--- src/hw/ramio_config.svh ---
/*
  build constants for the memory and I/O bridge
  I/O register addresses, word RAM depth and UART bit timing
*/
`ifndef RAMIO_CONFIG_SVH
`define RAMIO_CONFIG_SVH

// ------------------------------
// I/O map at the top of the address space
// ------------------------------
// lower nibble drives the LEDs, 0 is on
`define RAMIO_ADDR_LED 32'hffff_fffc
// reads all ones while the transmitter is idle
`define RAMIO_ADDR_UART_OUT 32'hffff_fff8
// reads all ones when nothing received, cleared by a read
`define RAMIO_ADDR_UART_IN 32'hffff_fff4

// word RAM depth in 32-bit words
`define RAMIO_RAM_WORDS 256

// clock cycles per serial bit, kept short in this build
`define RAMIO_UART_CLKS_PER_BIT 8

`endif

--- src/hw/uart_pkg.sv ---
/*
  serial frame phases shared by transmitter and receiver
*/
package uart_pkg;

  // ------------------------------
  // 8N1 frame: start, 8 data bits, stop
  // ------------------------------
  typedef enum logic [1:0] {
    PH_IDLE  = 2'd0,
    PH_START = 2'd1,
    PH_DATA  = 2'd2,
    PH_STOP  = 2'd3
  } uart_phase_e;

endpackage

--- src/hw/uart_tx.sv ---
/*
  8N1 serial transmitter
  go/bsy level handshake, LSB first
*/
`timescale 1ns/10ps
`include "ramio_config.svh"

module uart_tx import uart_pkg::*; (
  input  logic       clk,
  input  logic       rst_n,
  input  logic       go,
  input  logic [7:0] data,
  output logic       tx,
  output logic       bsy
);

  localparam int CPB   = `RAMIO_UART_CLKS_PER_BIT;
  localparam int CNT_W = $clog2(CPB + 1);

  uart_phase_e      phase;
  logic [CNT_W-1:0] clk_cnt;
  logic [2:0]       bit_cnt;
  logic [7:0]       shift;
  logic             ack_wait;
  logic             bit_end;

  assign bit_end = (clk_cnt == CNT_W'(CPB - 1));

  always_ff @(posedge clk) begin
    if (!rst_n) begin
      phase    <= PH_IDLE;
      clk_cnt  <= '0;
      bit_cnt  <= '0;
      tx       <= 1'b1;
      bsy      <= 1'b0;
      ack_wait <= 1'b0;
    end else begin
      clk_cnt <= bit_end ? '0 : clk_cnt + 1'b1;
      case (phase)
        PH_IDLE: begin
          clk_cnt <= '0;
          // a finished frame needs go low before the next one
          if (!go) begin
            ack_wait <= 1'b0;
          end else if (!ack_wait) begin
            shift <= data;
            tx    <= 1'b0;
            bsy   <= 1'b1;
            phase <= PH_START;
          end
        end
        PH_START: begin
          if (bit_end) begin
            tx      <= shift[0];
            shift   <= shift >> 1;
            bit_cnt <= '0;
            phase   <= PH_DATA;
          end
        end
        PH_DATA: begin
          if (bit_end) begin
            if (bit_cnt == 3'd7) begin
              // stop bit
              tx    <= 1'b1;
              phase <= PH_STOP;
            end else begin
              tx      <= shift[0];
              shift   <= shift >> 1;
              bit_cnt <= bit_cnt + 1'b1;
            end
          end
        end
        PH_STOP: begin
          if (bit_end) begin
            bsy      <= 1'b0;
            ack_wait <= 1'b1;
            phase    <= PH_IDLE;
          end
        end
        default: phase <= PH_IDLE;
      endcase
    end
  end

endmodule

--- config.mk ---
export PLATFORM = sky130hd
export DESIGN_NAME = uart_tx
export DESIGN_NICKNAME = d
export VERILOG_FILES = /design/src/hw/uart_pkg.sv /design/src/hw/uart_tx.sv
export VERILOG_INCLUDE_DIRS = /design/src /design/src/hw
export SDC_FILE = /design/constraint.sdc
export NUM_CORES = 1
export LEC_CHECK = 0
export BUFFER_PORTS_ARGS = -buffer_cell sky130_fd_sc_hd__clkbuf_2
export CORE_UTILIZATION = 45
export DETAILED_ROUTE_END_ITERATION = 10
export GPL_TIMING_DRIVEN = 0
export PLACE_DENSITY = 0.62
export RECOVER_POWER = 100
export SYNTH_ARGS = -nofsm -noshare
export SYNTH_HDL_FRONTEND = slang
export SYNTH_SLANG_ARGS = --single-unit
--- constraint.sdc ---
create_clock -name clk -period 2.75 [get_ports clk]
set_clock_uncertainty 0.1 [all_clocks]
set_input_delay 0.275 -clock clk [delete_from_list [all_inputs] [get_ports clk]]
set_output_delay 0.275 -clock clk [all_outputs]
set_load 0.01 [all_outputs]
* Yosys cells after proc, flatten, opt, wreduce, memory -nomap -nowiden
Index checks and enable logic that the tools add are counted.
** Cells by class
- Multipliers :: 0
- Eq/ne operators :: 13
- Add/subtract/negate cells :: 2
- Reduce and logical (&&, ||, !) cells :: 11
- Order comparisons :: 0
- Div/mod/pow operators :: 0
- Multiplexer cells :: 30
- Shifts and indexed selects :: 0
- Bitwise operators :: 1
** Operators with widths (number)
- $mux W8 :: 5
- $pmux W8 S3 :: 1
- $ne A2 B2 Y1 const B :: 8
- $mux W2 :: 6
- $mux W1 :: 10
- $mux W3 :: 3
- $pmux W2 S4 :: 1
- $reduce_and A4 Y1 :: 2
- $reduce_and A7 Y1 :: 1
- $pmux W3 S2 :: 1
- $reduce_and A6 Y1 :: 1
- $reduce_and A5 Y1 :: 1
- $add A4 B1 Y4 const B :: 1
- $eq A2 B2 Y1 const B :: 2
- $eq A4 B3 Y1 const B :: 1
- $pmux W1 S2 :: 2
- $reduce_bool A2 Y1 :: 2
- $add A3 B1 Y3 const B :: 1
- $eq A3 B3 Y1 const B :: 1
- $pmux W1 S3 :: 1
- $reduce_and A3 Y1 :: 1
- $reduce_bool A3 Y1 :: 1
- $reduce_or A3 Y1 :: 1
- $eq A2 B1 Y1 const B :: 1
- other kinds (2) :: 2
** Storage, ports and cells
- Latch bits :: 0
- Logic and storage cells :: 64
- Input bits :: 11
- Memories kept :: 0
- Bits in read-only memories :: 0
- Memory bits (writable) :: 0
- Register bits :: 20

* Logic depth before layout (Yosys ltp)
- Depth after elaboration :: 4
- Gate-level depth with buffers :: 6
- Mapped depth without buffers :: 5

* Worst setup path before layout
No wires, ideal clock.
- Kind :: reg2reg
- Start point :: reg phase[0]
- End point :: reg shift[0] (enable)
- Library setup time :: 0.386 ns
- Cell stages (with the launch flop) :: 6
- Path slack :: 0.444 ns
- Data arrival time :: 1.819 ns
- Path through :: dfxtp_1 -> inv_1 -> ha_1 -> nor2_1 -> o2111ai_1 -> a211oi_1
** Between the ends
- Longest elaborated chain between the ends :: 3
- Elaborated cells on any way between the ends :: 10
- Those cells by class :: 7 x eq/ne; 3 x reduce/logical
** Ends and longest elaborated chain
- start: declaration :: line uart_tx.sv:20 : uart_phase_e phase;
- start signal: assignment :: line uart_tx.sv:31 : phase <= PH_IDLE;
- start signal: assignment :: line uart_tx.sv:49 : phase <= PH_START;
- start signal: assignment :: line uart_tx.sv:57 : phase <= PH_DATA;
- $eq A2 B2 Y1, or another cell as far along :: line uart_tx.sv:39 : case (phase)
- $ne A2 B2 Y1 (no source line) / $reduce_bool A3 Y1 (equally long branches)
- $reduce_and A7 Y1 (no source line) *
- end signal: assignment :: line uart_tx.sv:46 : shift <= data;
- end signal: assignment :: line uart_tx.sv:55 : shift <= shift >> 1;
- end signal: assignment :: line uart_tx.sv:68 : shift <= shift >> 1;
- end: declaration :: line uart_tx.sv:23 : logic [7:0] shift;
Every way passes the cells marked *; elsewhere a longest branch is shown, timed or not.
A chain may end at the register's enable or synchronous reset.

* Final worst setup path
- Start point :: reg phase[0]
- End point :: reg shift[6] (enable)
The elaborated chain is that of the path after synthesis.

==> impl_metrics.csv <==
group,metric,value,unit
synth,synth_top_cells_by_count,"dfxtp_1, ha_1, edfxtp_1",
synth,synth_cell_type_count,31,
setup_path,worstPathMaxFanout,8,
floorplan,rows,17,
synth,synth_edf_count,8,
cts,clock_latency,300,ps
floorplan,boundaryPins,13,
finish,layout.cells.non_filler,138,
synth,synthTopCellsByArea,"dfxtp_1, edfxtp_1, ha_1",
sta,setup_viol,0,
routing,drtAntennaViolNets,0,
power,power_density,918.4,mW/mm²
global_routing,grt_first_pass_wirelength,3.091,mm
synth,yosys.cell_count.top_type,"dfxtp_1",
synth,netlist.area_leader.share,0.2297,
power,p_leak,0.5058,nW
synth,synth_area_leader_cell,"dfxtp_1",
synth,syn_nets,116,
cts,numCtsBuffers,3,
finish,area_delta_synth_final,14.23,%
synth,mappedNetlistArea,0.001046,mm²
placed_design,portBuffers,12,
routing,wl_per_cell,12.31,µm
sta,tightest_slew,699.6,ps
routing,drt_pre_antenna_iters,2,
routing,first_iter_violations,10,
setup_path,r2r_slack,260,ps
cts,cts_buffer_depth,2,
placed_design,dp_slack,-105.6,ps
routing,finalWirelength,1.699,mm
setup_path,crit_arrival,2340,ps
routing,vias,717,
floorplan,die_area,0.002521,mm²
global_routing,grt_max_degree,13,
setup_path,cpPeakStageDelay,600,ps
flow_run,maxCapViolations,0,
global_routing,use_met1,0.2084,
global_routing,grt_overflow_total,0,
setup_path,end_kind,"flip-flop",
placed_design,globalplace.congestion,0.7512,
global_routing,grt.busiest_layer,"met2",
cts,htree_levels,1,
finish,design_area,0.001195,mm²
synth,ys_ff_latch,20,
global_routing,track_usage,0.1653,
setup_path,slowest_stage,"a211oi_2",
cts,cts_hold_buf,0,
sta,post-route-min-period,2486,ps
floorplan,dieHeight,50.21,µm
synth,synthFlopType,"dfxtp_1",
floorplan,fp.dieW,50.21,µm
routing,remaining_drc_errors,0,
placed_design,numPlacedInstances,134,
synth,synth_area_per_cell,11.13,µm²
setup_path,crit_path_start_kind,"flip-flop",
finish,drive_gt1_frac,0.2091,
finish,final_nets,133,
cts,cts_tree,"done",
floorplan,initial_core_util,0.4774,
sta,drv_slew,0,
cts,path_clk_slew,120,ps
power,ir_drop,452.5,µV
synth,synth_cells,94,
synth,ys_async_sr_fraction,0,
synth,seq_area_frac_synth,0.4593,
global_routing,gr-usage-met2,0.2622,
outcome,outcome,"complete, no violations",
setup_path,cp.required,2600,ps
sta,fmax,402.3,MHz
synth,yosysWarnings,0,
finish,n_antenna_cell,0,
floorplan,core_area,0.002191,mm²
global_routing,antenna_found_initial,0,
sta,post-route-period-util,0.9039,
placed_design,dpl.hpwl,1.261,mm
cts,root_buffer,"clkbuf_4",
setup_path,crit_chain,"inv_1 > ha_1 > nor2_1 > o2111ai_1 > a211oi_2",
cts,cts_resized,1,
routing,drt-vias-per-instance,5.196,
hold_path,hp-class,"primary input to flip-flop",
cts,numClockSinks,20,
sta,hold_viol,0,
sta,slew_headroom,0.5328,
placed_design,placed_area,0.001141,mm²
sta,rsz0062_at_grt,"no",
cts,cts_setup_buffers,0,
sta,hold_ws,151.0,ps
sta,fin_ws,264.2,ps
setup_path,path_class,"flip-flop to flip-flop",
global_routing,grt_pass1_vias,725,
sta,final.setup.tns,0,ps
global_routing,met3_usage,0.03636,
-- cell type report --
cell class	instances	area (µm²)
Inverter	6	22.52
Buffer	1	3.754
Timing Repair Buffer	12	57.56
Clock buffer	3	22.52
Fill cell	201	996.0
Sequential cell	20	480.5
Multi-Input combinational cell	67	543.0
Tap cell	28	35.03
Clock inverter	1	30.03
-- worst max-delay path: cells and delay by family, from the launching register on --
kind                       cells  cell delay, ps
AOI/OAI and AO/OA              2             830
DFF                            1             440
and+or+nand+nor                1             360
buffers and inverters          1             120
adders and majority gates      1             280
-- registers in the layout, indices dropped and copies added (netlist names) --
name      count
shift         8
bit_cnt       3
phase         2
bsy           1
clk_cnt       4
ack_wait      1
tx            1
-- final timing paths --
check             start    endpoint  cells after the start
min reg2reg  clk_cnt[0]  clk_cnt[0]                      1
min             data[7]    shift[7]                      2
max            phase[0]    shift[6]                      5
max reg2reg    phase[0]    shift[6]                      5
-- cell families after synthesis --
group | Yosys count | share of synthesized area
buf+inv | 7 | 0.02511
fa+ha+maj | 11 | 0.1316
xor+xnor | 2 | 0.01675
mux | 10 | 0.1053
flops | 20 | 0.4593
simple gates | 29 | 0.1663
compound gates | 15 | 0.09570
-- cells in the final DEF, fill, tap and decap left out, drive strengths merged, types with 2 or more instances in the layout --
master	synthesis	final
nor3	3	3
edfxtp	8	8
nor2	4	4
ha	11	11
o2111ai	2	2
nand2b	4	4
nand3	3	3
or4	2	2
mux2	8	8
o31ai	3	3
dfxtp	12	12
a21oi	5	5
nand2	6	6
clkbuf	1	16
inv	6	6
mux2i	2	2
-- routing by layer --
layer | vias to the layer above | routed length, µm
li1 | 375 | -
met1 | 327 | 853
met2 | 11 | 777
met3 | 4 | 41
met4 | 0 | 26
met5 | - | 0
-- power by group --
part	internal, mW	switching (mW)	total [mW]
logic	0.179	0.224	0.403
registers	0.411	0.0402	0.451
clock network	0.147	0.0956	0.243
total	0.737	0.360	1.10
-- stage by stage --
stage / power (mW) / utilization
floorplan: 0.7658 / -
global placement: 0.8560 / 0.5208
detailed placement: 0.8639 / 0.5208
CTS: 1.117 / 0.5471
global route: 1.184 / 0.5454
finish: 1.097 / 0.5454
(Power assumes the default switching activity.)
