### config.mk
export PLATFORM = sky130hd
export DESIGN_NAME = ramio_ctrl
export DESIGN_NICKNAME = d
export VERILOG_FILES = /design/src/hw/access_pkg.sv /design/src/hw/ramio_ctrl.sv
export VERILOG_INCLUDE_DIRS = /design/src /design/src/hw
export SDC_FILE = /design/constraint.sdc
export NUM_CORES = 1
export LEC_CHECK = 0
export ABC_AREA = 1
export BUFFER_PORTS_ARGS = -buffer_cell sky130_fd_sc_hd__buf_2
export CAP_MARGIN = 10
export CORE_MARGIN = 1
export CORE_UTILIZATION = 42
export DETAILED_ROUTE_END_ITERATION = 8
export PLACE_DENSITY_LB_ADDON = 0.08
export REMOVE_ABC_BUFFERS = 1
export SKIP_LAST_GASP = 1
export SYNTH_ARGS = -nofsm -noshare
export SYNTH_HDL_FRONTEND = slang
export SYNTH_SLANG_ARGS = --single-unit
### constraint.sdc
create_clock -name clk -period 3.3 [get_ports clk]
set_clock_uncertainty 0.15 [all_clocks]
set_input_delay 0.165 -clock clk [delete_from_list [all_inputs] [get_ports clk]]
set_output_delay 0.165 -clock clk [all_outputs]
set_load 0.05 [all_outputs]
### src/hw/ramio_config.svh
/*
  build constants for the memory and I/O bridge
  I/O register addresses, word RAM depth and UART bit timing
*/
`ifndef RAMIO_CONFIG_SVH
`define RAMIO_CONFIG_SVH

// ------------------------------
// I/O map at the top of the address space
// ------------------------------
// lower nibble drives the LEDs, 0 is on
`define RAMIO_ADDR_LED 32'hffff_fffc
// reads all ones while the transmitter is idle
`define RAMIO_ADDR_UART_OUT 32'hffff_fff8
// reads all ones when nothing received, cleared by a read
`define RAMIO_ADDR_UART_IN 32'hffff_fff4

// word RAM depth in 32-bit words
`define RAMIO_RAM_WORDS 256

// clock cycles per serial bit, kept short in this build
`define RAMIO_UART_CLKS_PER_BIT 8

`endif

### src/hw/access_pkg.sv
/*
  access encodings of the request port
  size enum, sign bit of read_type, RAM word union
*/
package access_pkg;

  // write_type and read_type[1:0]
  typedef enum logic [1:0] {
    ACC_NONE = 2'b00,
    ACC_BYTE = 2'b01,
    ACC_HALF = 2'b10,
    ACC_WORD = 2'b11
  } access_size_e;

  // read_type[2] set means sign-extend the loaded value
  localparam int READ_SIGNED_BIT = 2;

  // one RAM word, addressed by byte lane or by half-word lane
  typedef union packed {
    logic [3:0][7:0]  bytes;
    logic [1:0][15:0] halves;
  } ram_word_u;

endpackage

### src/hw/ramio_ctrl.sv
/*
  request decoder and I/O registers
  LED register, UART status words and go acknowledges, read mux
*/
`timescale 1ns/10ps
`include "ramio_config.svh"

module ramio_ctrl import access_pkg::*; (
  input  logic        clk,
  input  logic        rst_n,
  input  logic        enable,
  input  logic [2:0]  read_type,
  input  logic [1:0]  write_type,
  input  logic [31:0] address,
  input  logic [31:0] data_in,
  input  logic [31:0] aligned_rdata,
  input  logic        ram_ready,
  input  logic        tx_bsy,
  input  logic [7:0]  rx_byte,
  input  logic        rx_ready,
  output logic [31:0] data_out,
  output logic        data_out_ready,
  output logic        ram_enable,
  output logic [3:0]  led,
  output logic        tx_go,
  output logic [7:0]  tx_byte,
  output logic        rx_go
);

  logic        is_led;
  logic        is_uart_out;
  logic        is_uart_in;
  logic        is_io;
  logic        wr_req;
  logic        rd_req;
  logic [31:0] tx_word;
  logic [31:0] rx_word;
  logic        tx_guard;

  // ------------------------------
  // address decode
  // ------------------------------
  assign is_led      = (address == `RAMIO_ADDR_LED);
  assign is_uart_out = (address == `RAMIO_ADDR_UART_OUT);
  assign is_uart_in  = (address == `RAMIO_ADDR_UART_IN);
  assign is_io       = is_led || is_uart_out || is_uart_in;

  assign wr_req = enable && (access_size_e'(write_type) != ACC_NONE);
  assign rd_req = enable && (access_size_e'(read_type[1:0]) != ACC_NONE);

  // I/O answers in the same cycle, RAM answers through its own ready
  assign ram_enable     = enable && !is_io;
  assign data_out_ready = is_io ? 1'b1 : ram_ready;

  // transmitter samples the low byte only at frame start
  assign tx_byte = tx_word[7:0];

  // read mux
  always_comb begin
    if (is_led)           data_out = {28'b0, led};
    else if (is_uart_out) data_out = tx_word;
    else if (is_uart_in)  data_out = rx_word;
    else                  data_out = aligned_rdata;
  end

  // ------------------------------
  // I/O registers and handshakes
  // ------------------------------
  always_ff @(posedge clk) begin
    if (!rst_n) begin
      led      <= 4'hf;
      tx_word  <= '1;
      tx_go    <= 1'b0;
      tx_guard <= 1'b0;
      rx_word  <= '1;
      rx_go    <= 1'b1;
    end else begin
      tx_guard <= 1'b0;

      // a read of UART_IN consumes the word
      if (rd_req && is_uart_in) begin
        rx_word <= '1;
      end else if (rx_go && rx_ready) begin
        // overwrites a byte nobody read
        rx_word <= {24'b0, rx_byte};
        rx_go   <= 1'b0;
      end

      // one cycle low is the receiver acknowledge
      if (!rx_go) rx_go <= 1'b1;

      // frame done, bsy cannot be trusted in the cycle after raising go
      if (tx_go && !tx_bsy && !tx_guard) begin
        tx_go   <= 1'b0;
        tx_word <= '1;
      end

      // a write while busy only replaces the status word
      if (wr_req && is_uart_out) begin
        tx_word  <= {24'b0, data_in[7:0]};
        tx_go    <= 1'b1;
        tx_guard <= 1'b1;
      end

      if (wr_req && is_led) led <= data_in[3:0];
    end
  end

endmodule

Yosys cells after proc, flatten, opt, wreduce, memory -nomap -nowiden
Cells that the tools add are included.
Widths: inputs -> output; s select.
Word-level totals
  register bits after elaboration: 71
  bits in latches: 0
  bits in writable memories: 0
  bits in read-only memories: 0
  input bits: 115
  output and inout bits: 48
  logic and storage cells: 40
  memories: 0
Cells by class
  add/subtract/negate cells: 0
  multipliers: 0
  divide/modulo/power cells: 0
  order comparisons: 0
  equality and inequality tests: 3
  shift-type cells: 0
  muxes and demuxes: 10
  bitwise operators: 2
  reduce and logical (&&, ||, !) cells: 19
Operators by type and width (count)
  $mux 32: 5
  $eq 32x32->1 const B: 3
  $logic_and 1x1->1: 9
  $reduce_bool 2->1: 3
  $mux 1: 5
  $logic_not 1->1: 3
  $reduce_or 3->1: 1
  $logic_or 1x1->1: 2
  $not 1->1: 2
  $reduce_or 2->1: 1

Logic depth before layout (Yosys ltp)
  depth in word-level cells: 5
  depth in mapped cells: 11
  mapped depth without buffers: 10

Least setup slack after synthesis
No wires, ideal clock.
  path type: input-to-output
  start: input address[0]
  end: output ram_enable
  arrival: 1.370 ns
  required time: 2.985 ns
  path slack: 1.615 ns
  stages: 8
  buffers on the path: 0
  cells stage by stage: inv_1 > nand2_1 > nor2_1 > nand2_1 > nor2_8 > nand2_4 > nand3_4 > nor2_1
On the way
  cells in the longest elaborated chain, start to end: 5
  elaborated cells between the ends (all ways): 7
  those cells by class: 3 x eq/ne; 4 x reduce/logical
RTL lines
  from (decl): RTL line ramio_ctrl.sv:14  | input logic [31:0] address,
  $eq 32x32->1 (no line)
  $logic_or 1x1->1: RTL line ramio_ctrl.sv:46  | assign is_io = is_led || is_uart_out || is_uart_in;
  $logic_or 1x1->1 (*): RTL line ramio_ctrl.sv:46
  $logic_not 1->1 (*): RTL line ramio_ctrl.sv:52  | assign ram_enable = enable && !is_io;
  $logic_and 1x1->1 (*): RTL line ramio_ctrl.sv:52
  to (decl): RTL line ramio_ctrl.sv:23  | output logic ram_enable,
Mark *: on every way between the ends. The rest lies on a longest branch, timed or not.

Final worst setup path
  start: input address[21]
  end: output data_out[24]
On the way
  cells in the longest elaborated chain, start to end: 4
  elaborated cells between the ends (all ways): 6
  those cells by class: 3 x eq/ne; 3 x mux
RTL lines
  $eq 32x32->1 (no line)
  $mux 32: RTL line ramio_ctrl.sv:62  | else if (is_uart_in) data_out = rx_word;
  $mux 32: RTL line ramio_ctrl.sv:61  | else if (is_uart_out) data_out = tx_word;
  $mux 32 (*): RTL line ramio_ctrl.sv:60  | if (is_led) data_out = {28'b0, led};
  to (decl): RTL line ramio_ctrl.sv:21  | output logic [31:0] data_out,
Marked as above.

==> impl_metrics.yaml <==
worst_setup_path:
  worst_setup_path_startpoint: "address[21]"
  r2r_end: "rx_word[5]"
  timing.critical_path.required_ns: 2.98
  setup.reg_to_reg.worst_slack_ns: 1.91
  setup.worst_path.start_class: "input port"
  end_kind: "output pin"
  worst-setup-path-type: "input port to output pin"
  r2r_cells: 4
  worst_ep_arrival_time_ns: 1.63
  reg2reg_from: "rx_go"
  path_max_fanout: 24
  worst_setup_path_endpoint: "data_out[24]"
pwr:
  vdd_drop_max_mv: 0.413
  power.switching_uw: 240
  sw_frac_of_total: 0.333
  power.share.sequential: 0.434
  power.leakage_nw: 1.75
  clockPowerShare: 0.246
  power_per_cell_area_nw_per_um2: 263
  internal_power_uw: 480
  comb_power_share: 0.320
clock_tree:
  cts_tree: "yes"
  post_cts_repair_resize_count: 0
  insertion_delay_ns: 0.26
  clock_tree.htree_level_count: 1
  ctsLongestPathBuffers: 2
  numCtsBuffers: 3
  number_of_clock_sinks: 25
  cts-root-buf: "clkbuf_8"
  clk_pin_slew_worst_paths_ns: 0.08
final_layout:
  mostFrequentLayoutCell: "nand2_1"
  area_growth_pct: 44.5
  drive_above_1_share: 0.348
  design.final.nets: 585
  final_cells: 521
  diodes: 0
  final_cell_mix: "nand2_1 (146), buf_2 (137), nor2_1 (41), nand3_1 (33), inv_1 (26)"
placement:
  gp_congestion: 0.794
  place_inst: 502
  hpwl_um: 4170
  port_buffers: 137
floorplan:
  pin_count: 163
  coreArea_um2: 4350
  rows: 24
  die_h_um: 69.1
  die_width_um: 69.1
  dieArea_um2: 4780
  starting_utilization_of_the_core_area: 0.434
yosys:
  postSynthRegisterBits: 25
  synth.lib_cells_used.distinct: 25
  synthesis.instances: 327
  synth.avg_cell_area_um2: 5.79
  yosysSeqAreaShare: 0.265
  synthesis.area_um2: 1890
  yosysWarnings: 0
sta:
  tightestPinTransition_ns: 0.374
  timing_max_transition_violations_final: 0
  worst_slew_margin_relative_to_its_limit: 0.749
  clock.fmax_ghz: 0.514
  finalHoldWorstSlack_ns: 0.00528
  layout_worst_path_cycle_share: 0.589
  finalSetupTns_ns: 0
  grt_setup_unrepaired: "false"
  setup_viol_count_final: 0
  fin_crit_ns: 1.94
  hold_violation_total_from_the_final_report: 0
status:
  outcome: "finished, final reports clean"
routing:
  detail_route_antenna_nets: 0
  drt_first_pass_iters: 5
  drt-wirelength-per-cell_um: 9.99
  drt-initial-drc-count: 95
  drc: 0
  routed_wire_length_um: 5210
  via_count: 2375
  vias_per_cell: 4.56
global_routing:
  overflow: 0
  global_route.usage.total: 0.222
  vias_in_the_first_global_route: 2058
  largest_net_degree_at_the_start_of_global_routing: 25
  wire_length_of_the_first_global_routing_pass_um: 9010
  antenna_found_initial: 0
flow_run:
  max-cap-violations: 0
hold_path:
  hold_path.class: "input port to flip-flop"
==> worst min path at each step <==
stage          startpoint          to  slack (ns)  depth (start not counted)
6_report       rx_byte[0]  rx_word[0]       0.005                          3
5_1_grt        rx_byte[0]  rx_word[0]        0.01                          3
4_1_cts        rx_byte[0]  rx_word[0]       0.004                          3
3_5_place_dp   data_in[6]  tx_word[6]        0.23                          3
3_3_place_gp   data_in[3]  tx_word[3]        0.23                          3
2_1_floorplan       rst_n      led[0]         0.1                          1
==> cell type report <==
class | count | area (um2)
multi-input combinational | 256 | 1160
clock buffer | 4 | 45.0
timing repair buffer | 152 | 836
tap | 52 | 65.1
sequential | 25 | 500
fill | 450 | 1620
inverter | 32 | 123
==> critical path: stages <==
cell,delay [ns]
buf_2,0.09
nand2_1,0.04
nor2_1,0.13
nand2_2,0.10
nor2_8,0.31
nand3_1,0.13
nand2_1,0.09
inv_2,0.15
nand2_1,0.14
buf_2,0.27
==> power by group through the flow <==
stage	registers, mW	clock network [mW]	logic [mW]
3_3_place_gp	0.319	0	0.216
2_1_floorplan	0.321	0	0.130
6_report	0.312	0.177	0.231
5_1_grt	0.313	0.191	0.251
4_1_cts	0.313	0.180	0.231
3_5_place_dp	0.320	0	0.217
==> kinds of logic after synthesis <==
logic type,Yosys count,share of synthesized area
AOI/OAI and AO/OA,14,0.0370
and+or+nand+nor,242,0.579
buffers and inverters,46,0.120
DFF,25,0.265
==> cells in the mapped netlist (all sizes together) <==
cell    count  share of area
or3         1         0.0033
nand3      36           0.11
nand4       1         0.0066
nand3b      3          0.012
clkbuf      1         0.0020
buf        13          0.053
o21ai      14          0.037
nand2     151           0.31
nor2       49           0.13
or2         1         0.0033
inv        31          0.063
clkinv      1         0.0020
dfxtp      25           0.26
==> sequential cells by signal (all words and copies together) (netlist names) <==
| signal | flops |
|---|---|
| rx_go | 1 |
| tx_go | 1 |
| tx_guard | 1 |
| rx_word | 9 |
| tx_word | 9 |
| led | 4 |
==> stage by stage <==
step | cell area, um2 | setup slack, ns | power, mW | util
final | 2730 | 1.36 | 0.720 | 0.628
after CTS | 2730 | 1.35 | 0.724 | 0.628
after detailed placement | 2540 | 1.35 | 0.537 | 0.583
after global routing | 2730 | 1.20 | 0.755 | 0.628
after floorplan | 1790 | 1.61 | 0.451 | -
after global placement | 2540 | 1.35 | 0.535 | 0.583
==> layer usage <==
layer  GRT usage  part of all wire  vias to the layer above
met5           0                 0                        -
met2       0.392              0.48                       89
met1       0.280              0.45                      996
li1            -                 -                     1284
met4      0.0544             0.012                        0
met3      0.0336             0.066                        6
==> timing repair <==
action | in CTS | in global routing
hold buffers | 15 | 0
setup buffers | 0 | 0
hold endpoints to repair | 18 | 0
Power figures use the tool's default switching activity.
