[src/hw/ramio_config.svh]
/*
  build constants for the memory and I/O bridge
  I/O register addresses, word RAM depth and UART bit timing
*/
`ifndef RAMIO_CONFIG_SVH
`define RAMIO_CONFIG_SVH

// ------------------------------
// I/O map at the top of the address space
// ------------------------------
// lower nibble drives the LEDs, 0 is on
`define RAMIO_ADDR_LED 32'hffff_fffc
// reads all ones while the transmitter is idle
`define RAMIO_ADDR_UART_OUT 32'hffff_fff8
// reads all ones when nothing received, cleared by a read
`define RAMIO_ADDR_UART_IN 32'hffff_fff4

// word RAM depth in 32-bit words
`define RAMIO_RAM_WORDS 256

// clock cycles per serial bit, kept short in this build
`define RAMIO_UART_CLKS_PER_BIT 8

`endif

[src/hw/access_pkg.sv]
/*
  access encodings of the request port
  size enum, sign bit of read_type, RAM word union
*/
package access_pkg;

  // write_type and read_type[1:0]
  typedef enum logic [1:0] {
    ACC_NONE = 2'b00,
    ACC_BYTE = 2'b01,
    ACC_HALF = 2'b10,
    ACC_WORD = 2'b11
  } access_size_e;

  // read_type[2] set means sign-extend the loaded value
  localparam int READ_SIGNED_BIT = 2;

  // one RAM word, addressed by byte lane or by half-word lane
  typedef union packed {
    logic [3:0][7:0]  bytes;
    logic [1:0][15:0] halves;
  } ram_word_u;

endpackage

[src/hw/lane_align.sv]
/*
  byte lane aligner between request port and word RAM
  write lane placement with byte mask, read lane select and extension
*/
`timescale 1ns/10ps

module lane_align import access_pkg::*; (
  input  logic [2:0]  read_type,
  input  logic [1:0]  write_type,
  input  logic [1:0]  byte_offset,
  input  logic [31:0] data_in,
  input  logic [31:0] ram_rdata,
  output logic [31:0] ram_wdata,
  output logic [3:0]  ram_byte_mask,
  output logic [31:0] aligned_rdata
);

  access_size_e wr_size;
  access_size_e rd_size;
  ram_word_u    wr_word;
  ram_word_u    rd_word;
  logic         rd_signed;

  assign wr_size   = access_size_e'(write_type);
  assign rd_size   = access_size_e'(read_type[1:0]);
  assign rd_signed = read_type[READ_SIGNED_BIT];
  assign rd_word   = ram_rdata;
  assign ram_wdata = wr_word;

  // ------------------------------
  // write side
  // ------------------------------
  always_comb begin
    wr_word       = '0;
    ram_byte_mask = 4'b0000;
    case (wr_size)
      ACC_BYTE: begin
        wr_word.bytes[byte_offset] = data_in[7:0];
        ram_byte_mask              = 4'b0001 << byte_offset;
      end
      ACC_HALF: begin
        // odd offsets leave the mask empty, nothing is written
        if (!byte_offset[0]) begin
          wr_word.halves[byte_offset[1]] = data_in[15:0];
          ram_byte_mask                  = byte_offset[1] ? 4'b1100 : 4'b0011;
        end
      end
      ACC_WORD: begin
        if (byte_offset == 2'b00) begin
          wr_word       = data_in;
          ram_byte_mask = 4'b1111;
        end
      end
      default: ;
    endcase
  end

  // ------------------------------
  // read side
  // ------------------------------
  always_comb begin
    aligned_rdata = '0;
    case (rd_size)
      ACC_BYTE: begin
        aligned_rdata = {{24{rd_signed & rd_word.bytes[byte_offset][7]}},
                         rd_word.bytes[byte_offset]};
      end
      ACC_HALF: begin
        // misaligned half reads return zero
        if (!byte_offset[0]) begin
          aligned_rdata = {{16{rd_signed & rd_word.halves[byte_offset[1]][15]}},
                           rd_word.halves[byte_offset[1]]};
        end
      end
      ACC_WORD: begin
        if (byte_offset == 2'b00) aligned_rdata = rd_word;
      end
      default: ;
    endcase
  end

endmodule

[config.mk]
export PLATFORM = sky130hd
export DESIGN_NAME = lane_align
export DESIGN_NICKNAME = d
export VERILOG_FILES = /design/src/hw/ramio_config.svh /design/src/hw/access_pkg.sv /design/src/hw/lane_align.sv
export SDC_FILE = /design/constraint.sdc
export NUM_CORES = 1
export LEC_CHECK = 0
export ABC_CLOCK_PERIOD_IN_PS = 1600
export BUFFER_PORTS_ARGS = -buffer_cell sky130_fd_sc_hd__buf_2
export CAP_MARGIN = 40
export CORE_AREA = 2 2 62 64
export DETAILED_ROUTE_END_ITERATION = 12
export DIE_AREA = 0 0 64 66
export PLACE_DENSITY = 0.82
export SLEW_MARGIN = 0
export SYNTH_ARGS = -nofsm -noshare
export SYNTH_HDL_FRONTEND = slang
export SYNTH_SLANG_ARGS = --single-unit
[constraint.sdc]
create_clock -name vclk -period 1.6
set_input_delay 0.32 -clock vclk [all_inputs]
set_output_delay 0.32 -clock vclk [all_outputs]
set_load 0.03 [all_outputs]
Yosys cells after proc, flatten, opt, wreduce, memory -nomap -nowiden
Index checks and enable logic that the tools add are counted.
Word-level totals
  register bits: 0
  latch bits: 0
  bits in writable memories: 0
  ROM bits: 0
  word-level logic and storage cells: 36
  memories: 0
Operators by class
  add/subtract/negate cells: 0
  multiply operators: 0
  div/mod/pow operators: 0
  $lt $le $gt $ge: 4
  equal/unequal tests: 6
  shifts and indexed selects: 1
  multiplexer cells: 18
  bitwise logic cells: 4
  reduce and logical (&&, ||, !) cells: 3
Operators with widths (count)
  32-bit one-hot mux with 3 select lines: 2
  32-bit two-way mux: 4
  32-bit AND: 2
  16-bit two-way mux: 3
  8-bit binary-select mux with 2-bit select: 1
  16-bit demux with 1-bit select: 1
  8-bit demux with 2-bit select: 1
  8-bit two-way mux: 2
  4-bit two-way mux: 3
  4-bit one-hot mux with 3 select lines: 1
  2-bit == test (second input constant): 4
  2-bit by 1-bit == test with 1-bit output (second input constant): 2
  1-bit by 2-bit left shift with 4-bit output (first input constant): 1
  2-bit by 3-bit less-than comparator with 1-bit output (second input constant): 1
  1-bit AND: 2
  2-bit by 1-bit greater-or-equal comparator with 1-bit output (second input constant): 1
  1-bit logical AND: 2
  2-bit logical NOT: 1
  1-bit by 2-bit less-than comparator with 1-bit output (second input constant): 1
  1-bit greater-or-equal comparator (second input constant): 1

Longest topological paths before layout
Gate-level depths: netlist of run 1.
  depth after elaboration: 7
  mapped depth: 6
  mapped depth without buffers: 3

Worst setup path before layout of run 1
OpenSTA, ideal clock, no wires.
  kind: input port to output port
  start: in byte_offset[0]
  end: out ram_wdata[0]
  arrival: 1.469 ns
  data required time: 1.280 ns
  path slack: -0.189 ns
  stages: 3
  cells stage by stage: buf_4 > nor3_2 > and2_1
Between the ends
  longest elaborated chain between the ends: 6
RTL lines
  start, declared: line lane_align.sv:10  | input logic [1:0] byte_offset,
  2-bit by 3-bit less-than comparator with 1-bit output (not written as such) or 2-bit by 1-bit greater-or-equal comparator with 1-bit output (tied branches): line lane_align.sv:38  | wr_word.bytes[byte_offset] = data_in[7:0];
  1-bit logical AND (not written as such): line lane_align.sv:38
  8-bit two-way mux (not written as such): line lane_align.sv:38
  8-bit demux with 2-bit select: line lane_align.sv:38
  32-bit AND (no line)
  32-bit one-hot mux with 3 select lines *: line lane_align.sv:36  | case (wr_size)
  end, declared: line lane_align.sv:13  | output logic [31:0] ram_wdata,
Every way passes the cells marked *; elsewhere a longest branch is shown, timed or not.

Worst setup path after layout of run 1
  start: in byte_offset[1]
  end: out ram_wdata[26]
Between the ends
  longest elaborated chain between the ends: 7
RTL lines
  1-bit by 2-bit less-than comparator with 1-bit output (not written as such) or 1-bit greater-or-equal comparator (tied branches): line lane_align.sv:44  | wr_word.halves[byte_offset[1]] = data_in[15:0];
  1-bit logical AND (not written as such): line lane_align.sv:44
  16-bit two-way mux (not written as such): line lane_align.sv:44
  16-bit demux with 1-bit select: line lane_align.sv:44
  32-bit AND (no line)
  32-bit two-way mux: line lane_align.sv:43  | if (!byte_offset[0]) begin
  32-bit one-hot mux with 3 select lines *: line lane_align.sv:36
Marked as above.

==> results of run 1 <==
[cell usage after synthesis (all sizes together)]
cell    number  area (um^2)
nor2b       15         93.8
nand2b       1         6.26
a21oi       15         75.1
nor2         4         15.0
o21ai        1         5.00
buf         16          130
or2          3         18.8
and2         8         50.1
a22oi        1         21.3
a222oi       8         80.1
xnor2        1         8.76
and4bb       2         25.0
xor2         1         8.76
nand2       17         63.8
inv          9         33.8
a22o        15          131
or3          1         6.26
nor3         2         15.0
clkbuf       3         15.0
nor3b        4         46.3
o211ai       1         21.3
and4b        1         10.0
nand3       18          103
mux2         2         30.0
mux2i        2         20.0
nor4bb       2         20.0
a221o        2         20.0
o22ai       13         81.3
and3b        2         17.5
a31oi        5         31.3
nand4b       1         8.76
nand3b       1         7.51
[power groups by stage]
stage	Clock, W	Sequential, W	Combinational (W)
2_1_floorplan	0	0	0.000452
3_3_place_gp	0	0	0.000713
3_5_place_dp	0	0	0.000726
4_1_cts	0	0	0.000947
5_1_grt	0	0	0.00112
6_report	0	0	0.00108
[layer usage]
layer	vias to the layer above	part of all wire [%]
li1	1038	-
met1	1194	32
met2	255	51
met3	93	8.1
met4	0	8.5
met5	-	0
[critical path, cell delays in order]
cell and delay (ns):
buf_12 0.11, buf_8 0.13, nor4bb_4 0.16, buf_4 0.15
a222oi_1 0.39, inv_1 0.11, buf_6 0.16
[placed cells by master, fill, tap and decap left out, drive strengths merged, types with 3 or more instances in the layout]
| cell | instances |
|---|---|
| a21oi | 15 |
| a222oi | 8 |
| a22o | 15 |
| a31oi | 5 |
| and2 | 8 |
| buf | 189 |
| inv | 9 |
| nand2 | 17 |
| nand3 | 18 |
| nor2 | 4 |
| nor2b | 15 |
| nor3 | 3 |
| nor3b | 4 |
| o22ai | 13 |
| or2 | 3 |
[cells by family after synthesis]
group                     after synthesis  share of synthesized area (%)
xor gates and xnor gates                2                           1.44
muxes                                   4                           4.10
buffers and inverters                  28                           14.7
AOI/OAI and AO/OA                      61                           38.3
and+or+nand+nor                        82                           41.5
[worst paths after layout]
kind,start,end,cells after the start
worst max-delay path,byte_offset[1],ram_wdata[26],7
worst min-delay path,ram_rdata[21],aligned_rdata[21],4
[metrics by stage]
step	TNS [ns]	worst slack, ns	std cells	cell area, um^2	hold slack, ns
floorplan	-1.41	-0.147	177	1370	0.828
global placement	-10.76	-0.236	376	2290	0.994
detailed placement	-11.95	-0.320	376	2290	0.998
CTS	-4.03	-0.155	394	3100	0.961
global route	-10.70	-0.240	398	3330	0.992
finish	-8.64	-0.257	398	3330	0.979
[layout make-up]
type,count,share of cell area [%]
Timing Repair Buffer,189,53.0
Multi-Input combinational cell,152,44.2
Tap cell,48,1.80
Inverter,9,1.01
[what timing repair did]
| item | CTS | global route |
|---|---|---|
| cloned | 6 | 0 |
| pin swaps | 26 | 31 |
| gates resized for setup | 181 | 56 |
| endpoints found under the setup margin | 67 | 67 |
| setup buffers | 13 | 5 |
| hold buffers | 0 | 0 |
==> results.json, run 1 <==
{
  "power_leakage_nw": 1.73,
  "drtPass1Iterations": 6,
  "grt_use_met1_pct": 39.4,
  "path_class": "in -> out",
  "die_h_um": 66,
  "hp-class": "in -> out",
  "synth.avg_cell_area_um2": 6.89,
  "fp-row-count": 22,
  "wl_per_cell_um": 24.2,
  "postSynthCellCount": 177,
  "dieArea_um2": 4220,
  "syn_nets": 248,
  "start_util_pct": 34.4,
  "use_met3_pct": 7.16,
  "die_w_um": 64,
  "drv_cap": 0,
  "clock_power_share_pct": 0,
  "swShare_pct": 53.6,
  "ir_worst_vdd_mv": 0.201,
  "hold_viol": 0,
  "finalSetupViolCount": 68,
  "worst_ep_arrival_time_ns": 1.54,
  "multi_input_area_um2": 1470,
  "final_core_util_pct": 93.9,
  "diodes": 0,
  "first_global_vias": 2555,
  "power_w": 0.00108,
  "viasPerCell": 6.48,
  "powerDensity_nw_per_um2": 325,
  "syn_to_final_growth_pct": 173,
  "grt_max_degree": 18,
  "seq_area_frac_synth_pct": 0,
  "maxSlewHeadroom_pct": 71.9,
  "design.final.nets": 423,
  "overflow": 0,
  "period_minus_slack_ns": 1.86,
  "yosys_warnings": 0,
  "violations": "negative setup slack",
  "gp_congestion": 0.876,
  "drt_iter0_markers": 255,
  "synth_cell_types": 41,
  "syn_area_um2": 1220,
  "seq_power_share_pct": 0,
  "worst_setup_path_end_kind": "output port",
  "grt.busiest_layer": "met2",
  "io_pins": 139,
  "max_freq_mhz": 539,
  "use_met2_pct": 73.4,
  "drive_gt1_share_pct": 76.0,
  "worstMarginPinSlew_ns": 0.421,
  "p_int_w": 0.000503,
  "nFillCells": 108,
  "core_um2": 3550,
  "finalWorstSetupSlack_ns": -0.257,
  "grt_pass1_wl_um": 12900,
  "fin_crit_sh_pct": 116,
  "outcome": "complete, but fails checks",
  "via_count": 2580,
  "drc": 0,
  "clock_buffer_count": 0,
  "critPathRequiredTime_ns": 1.28,
  "seqCellArea_um2": 0,
  "crit_path_max_fanout": 8,
  "io_buffers": 139,
  "place_hpwl_um": 4550,
  "rsz0062_at_grt": "yes",
  "antenna_found_initial": 0,
  "grt_usage_pct": 39.0,
  "p_comb_share_pct": 100.0,
  "seq_cell_count": 0,
  "slew_violations": 0,
  "wl_um": 9650,
  "start_kind": "input pin",
  "switchingPower_w": 0.000581,
  "antenna_left": 0
}
Power figures use the tool's default switching activity.
==> run 2, diff against run 1 <==
--- a/config.mk
+++ b/config.mk
@@ -5,7 +5,7 @@
 export SDC_FILE = /design/constraint.sdc
 export NUM_CORES = 1
 export LEC_CHECK = 0
-export ABC_CLOCK_PERIOD_IN_PS = 1600
+export ABC_CLOCK_PERIOD_IN_PS = 2000
 export BUFFER_PORTS_ARGS = -buffer_cell sky130_fd_sc_hd__buf_2
 export CAP_MARGIN = 40
 export CORE_AREA = 2 2 62 64
==> constraint.sdc (replaced) <==
create_clock -name vclk -period 2
set_input_delay 0.4 -clock vclk [all_inputs]
set_output_delay 0.4 -clock vclk [all_outputs]
set_load 0.03 [all_outputs]
==> run 2 against run 1 <==
The flow now finishes without violations. Cell count decreased by 7.3%. Critical endpoint is now aligned_rdata[27]. Non-clock buffer count is 29 lower. Critical path type unchanged. Combinational power decreased by 46%.
==> results.json, run 2 (synthesis gave the netlist of run 1 again) <==
{
  "outcome": "finished, final reports clean",
  "path_class": "in -> out",
  "period_minus_slack_ns": 1.99,
  "syn_to_final_growth_pct": 78.8,
  "clock_buffer_count": 0,
  "place_hpwl_um": 4060,
  "io_pins": 139,
  "hp-class": "in -> out",
  "dieArea_um2": 4220,
  "finalSetupViolCount": 0,
  "maxSlewHeadroom_pct": 73.8,
  "worst_ep_arrival_time_ns": 1.59,
  "slew_violations": 0,
  "drt_iter0_markers": 158,
  "critPathRequiredTime_ns": 1.60,
  "power_leakage_nw": 1.30,
  "die_w_um": 64,
  "viasPerCell": 5.55,
  "max_freq_mhz": 502,
  "fin_crit_sh_pct": 99.7,
  "io_buffers": 139,
  "grt_usage_pct": 22.1,
  "grt_max_degree": 29,
  "ir_worst_vdd_mv": 0.157,
  "worstMarginPinSlew_ns": 0.391,
  "layout_common_cells": "128 x buf_2, 19 x buf_4, 17 x nand2_1",
  "rsz0062_at_grt": "yes",
  "grt_pass1_wl_um": 7860,
  "die_h_um": 66,
  "drtPass1Iterations": 7,
  "design.final.nets": 394,
  "powerDensity_nw_per_um2": 267,
  "hold-worst-slack_ns": 1.12,
  "final_core_util_pct": 61.4,
  "crit_path_max_fanout": 8,
  "nFillCells": 332,
  "overflow": 0,
  "antenna_found_initial": 0,
  "drv_cap": 0,
  "via_count": 2047,
  "tns_ns": 0,
  "drive_gt1_share_pct": 56.4,
  "gp_congestion": 0.964,
  "antenna_left": 0,
  "worst_setup_path_end_kind": "output port",
  "hold_viol": 0,
  "start_kind": "input pin",
  "final_common_cell": "buf_2",
  "seq_cell_count": 0,
  "wl_um": 5640,
  "wl_per_cell_um": 15.3,
  "core_um2": 3550,
  "fp-row-count": 22,
  "drc": 0,
  "start_util_pct": 34.4,
  "diodes": 0,
  "seqCellArea_um2": 0,
  "first_global_vias": 1704
}
[run 2: changes by cell type in the layout (fill, tap and decap cells not counted), sizes merged]
cell,before,now
buf,189,159
nor3,3,2
nand3,18,19
clkbuf,0,1
[run 2: where the power goes]
part | leakage [nW] | total (W) | internal, W | switching (W)
clock | 0 | 0 | 0 | 0
combinational | 1.30 | 0.000581 | 0.000230 | 0.000351
sequential | 0 | 0 | 0 | 0
[run 2: final timing paths]
kind | from | endpoint | cells after the start
worst max-delay path | byte_offset[0] | aligned_rdata[27] | 7
worst min-delay path | data_in[25] | ram_wdata[25] | 4
[run 2: cell type report]
cell class | instances | area (um^2) | share of cell area, %
well taps | 48 | 60.1 | 2.75
repair buffers | 160 | 978 | 44.9
inverters | 9 | 33.8 | 1.55
multi-input cells | 152 | 1110 | 50.8
[run 2: timing repair]
| action | CTS | global route |
|---|---|---|
| endpoints found under the setup margin | 13 | 41 |
| hold buffers | 0 | 0 |
| setup buffers | 0 | 5 |
| gates cloned | 1 | 3 |
| gates resized for setup | 4 | 33 |
| pin swaps | 2 | 12 |
[run 2: routing by layer]
layer,share of wire [%],track usage [%]
met3,6.3,1.70
met1,42,29.5
met5,0,0
met2,51,40.4
met4,0.82,1.36
[run 2: critical path, cell delays in order]
cell and delay [ns]:
buf_2 0.12, buf_6 0.14, nor3b_4 0.19, buf_4 0.17
nand3_2 0.19, nand3_1 0.17, buf_2 0.22
[run 2: metrics by stage]
stage	setup WS (ns)	cell area [um^2]	power, W	cells
6_report	0.00633	2180	0.000581	369
5_1_grt	-0.0298	2180	0.000615	369
4_1_cts	0.00243	2020	0.000542	362
3_5_place_dp	-0.0606	2000	0.000536	361
3_3_place_gp	-0.0222	2000	0.000529	361
2_1_floorplan	0.0508	1220	0.000338	177
==> run 3, diff against run 2 <==
--- a/config.mk
+++ b/config.mk
@@ -5,13 +5,13 @@
 export SDC_FILE = /design/constraint.sdc
 export NUM_CORES = 1
 export LEC_CHECK = 0
-export ABC_CLOCK_PERIOD_IN_PS = 2000
+export ABC_CLOCK_PERIOD_IN_PS = 2200
 export BUFFER_PORTS_ARGS = -buffer_cell sky130_fd_sc_hd__buf_2
-export CAP_MARGIN = 40
+export CAP_MARGIN = 25
 export CORE_AREA = 2 2 62 64
 export DETAILED_ROUTE_END_ITERATION = 12
 export DIE_AREA = 0 0 64 66
-export PLACE_DENSITY = 0.82
+export PLACE_DENSITY_LB_ADDON = 0.1
 export SLEW_MARGIN = 0
 export SYNTH_ARGS = -nofsm -noshare
 export SYNTH_HDL_FRONTEND = slang
==> constraint.sdc (replaced) <==
create_clock -name vclk -period 2.2
set_input_delay 0.44 -clock vclk [all_inputs]
set_output_delay 0.44 -clock vclk [all_outputs]
set_load 0.03 [all_outputs]
==> run 3 against run 2 <==
Worst hold slack better by 0.12 ns. Non-clock buffer count down 11. Die area unchanged. Setup slack better by 0.053 ns. Design area down 9.9%. Clock-buffer cell count unchanged. Combinational power down 16%. Highest routed layer unchanged.
==> results.json, run 3 (synthesis gave the netlist of run 1 again) <==
{
  "finalSetupViolCount": 0,
  "hold_start": "data_in[19]",
  "viasPerCell": 5.32,
  "die_w_um": 64,
  "wl_per_cell_um": 14.3,
  "powerDensity_nw_per_um2": 247,
  "diodes": 0,
  "period_minus_slack_ns": 2.14,
  "hold_viol": 0,
  "seq_cell_count": 0,
  "grt_pass1_wl_um": 7360,
  "worst_setup_path_end_kind": "output port",
  "outcome": "finished, final reports clean",
  "drc": 0,
  "hp-class": "in -> out",
  "place_ws_ns": -0.0217,
  "ir_worst_vdd_mv": 0.107,
  "start_kind": "input pin",
  "io_pins": 139,
  "worstMarginPinSlew_ns": 0.438,
  "start_util_pct": 34.4,
  "grt_max_degree": 33,
  "io_buffers": 139,
  "power_leakage_nw": 1.19,
  "place_hpwl_um": 3930,
  "via_count": 1901,
  "drv_cap": 0,
  "fin_crit_sh_pct": 97.3,
  "maxSlewHeadroom_pct": 70.6,
  "slew_violations": 0,
  "clock_buffer_count": 0,
  "wl_um": 5120,
  "dieArea_um2": 4220,
  "drt_iter0_markers": 106,
  "seqCellArea_um2": 0,
  "crit_path_max_fanout": 32,
  "dp.cells": 354,
  "finalWorstSetupSlack_ns": 0.0591,
  "worst_ep_arrival_time_ns": 1.70,
  "gp_congestion": 0.817,
  "design.final.nets": 382,
  "drtPass1Iterations": 4,
  "layout_common_cells": "139 x buf_2, 17 x nand2_1, 17 x nand3_1",
  "path_class": "in -> out",
  "setup.worst_path.start": "byte_offset[1]",
  "critPathRequiredTime_ns": 1.76,
  "grt_usage_pct": 20.6,
  "overflow": 0,
  "fp-row-count": 22,
  "drive_gt1_share_pct": 53.4,
  "stdcell_count": 357,
  "max_freq_mhz": 467,
  "hold-worst-slack_ns": 1.25,
  "syn_to_final_growth_pct": 61.1,
  "core_um2": 3550,
  "die_h_um": 66,
  "antenna_left": 0,
  "final_common_cell": "buf_2",
  "first_global_vias": 1591,
  "antenna_found_initial": 0,
  "hold_path_depth": 3,
  "rsz0062_at_grt": "yes"
}
run 3: cell types whose count changed in the layout (fill, tap and decap cells not counted), moves of 2 or more:
cell,before,now
and3b_2,2,0
buf_2,128,139
and3b_1,0,2
buf_12,4,1
nand3_2,2,0
buf_6,8,0
buf_4,19,9
run 3: repair_timing:
item | in CTS | in global routing
gates resized for setup | 1 | 4
hold buffers | 0 | 0
buffers inserted | 0 | 1
endpoints found under the setup margin | 4 | 27
cloned | 0 | 2
pin swaps | 0 | 3
run 3: final timing paths:
| check | end | slack, ns |
|---|---|---|
| setup / recovery | aligned_rdata[12] | 0.06 |
| hold / removal | ram_wdata[19] | 1.25 |
run 3: report_power, final:
part	total [W]	internal, W	switching (W)
combinational	0.000486	0.000178	0.000307
sequential	0	0	0
clock	0	0	0
total	0.000486	0.000178	0.000307
run 3: through the flow:
stage	instance area (um^2)	setup TNS, ns	power, W	utilization, %
CTS	1910	0	0.000473	53.9
finish	1970	0	0.000486	55.4
detailed placement	1910	-0.0322	0.000471	53.8
global placement	1910	0	0.000471	53.8
global route	1970	-0.0146	0.000518	55.4
floorplan	1220	0	0.000307	-
run 3: area by class of cell:
class / instances / area [um^2]
fill: 387 / 1590
multi-input combinational: 151 / 1090
timing repair buffer: 149 / 783
tap: 48 / 60.1
inverter: 9 / 33.8
run 3: critical path: stages:
cell	delay, ns
buf_2	0.12
buf_12	0.18
mux2_4	0.36
a22oi_4	0.27
o22ai_1	0.12
buf_2	0.20
run 3: routing by layer:
layer,vias to the layer above,GRT usage [%],part of all wire [%]
met3,2,0.511,6.1
met4,0,0.815,0.31
met1,871,26.3,44
met5,-,0,0
li1,952,-,-
met2,76,40.1,49
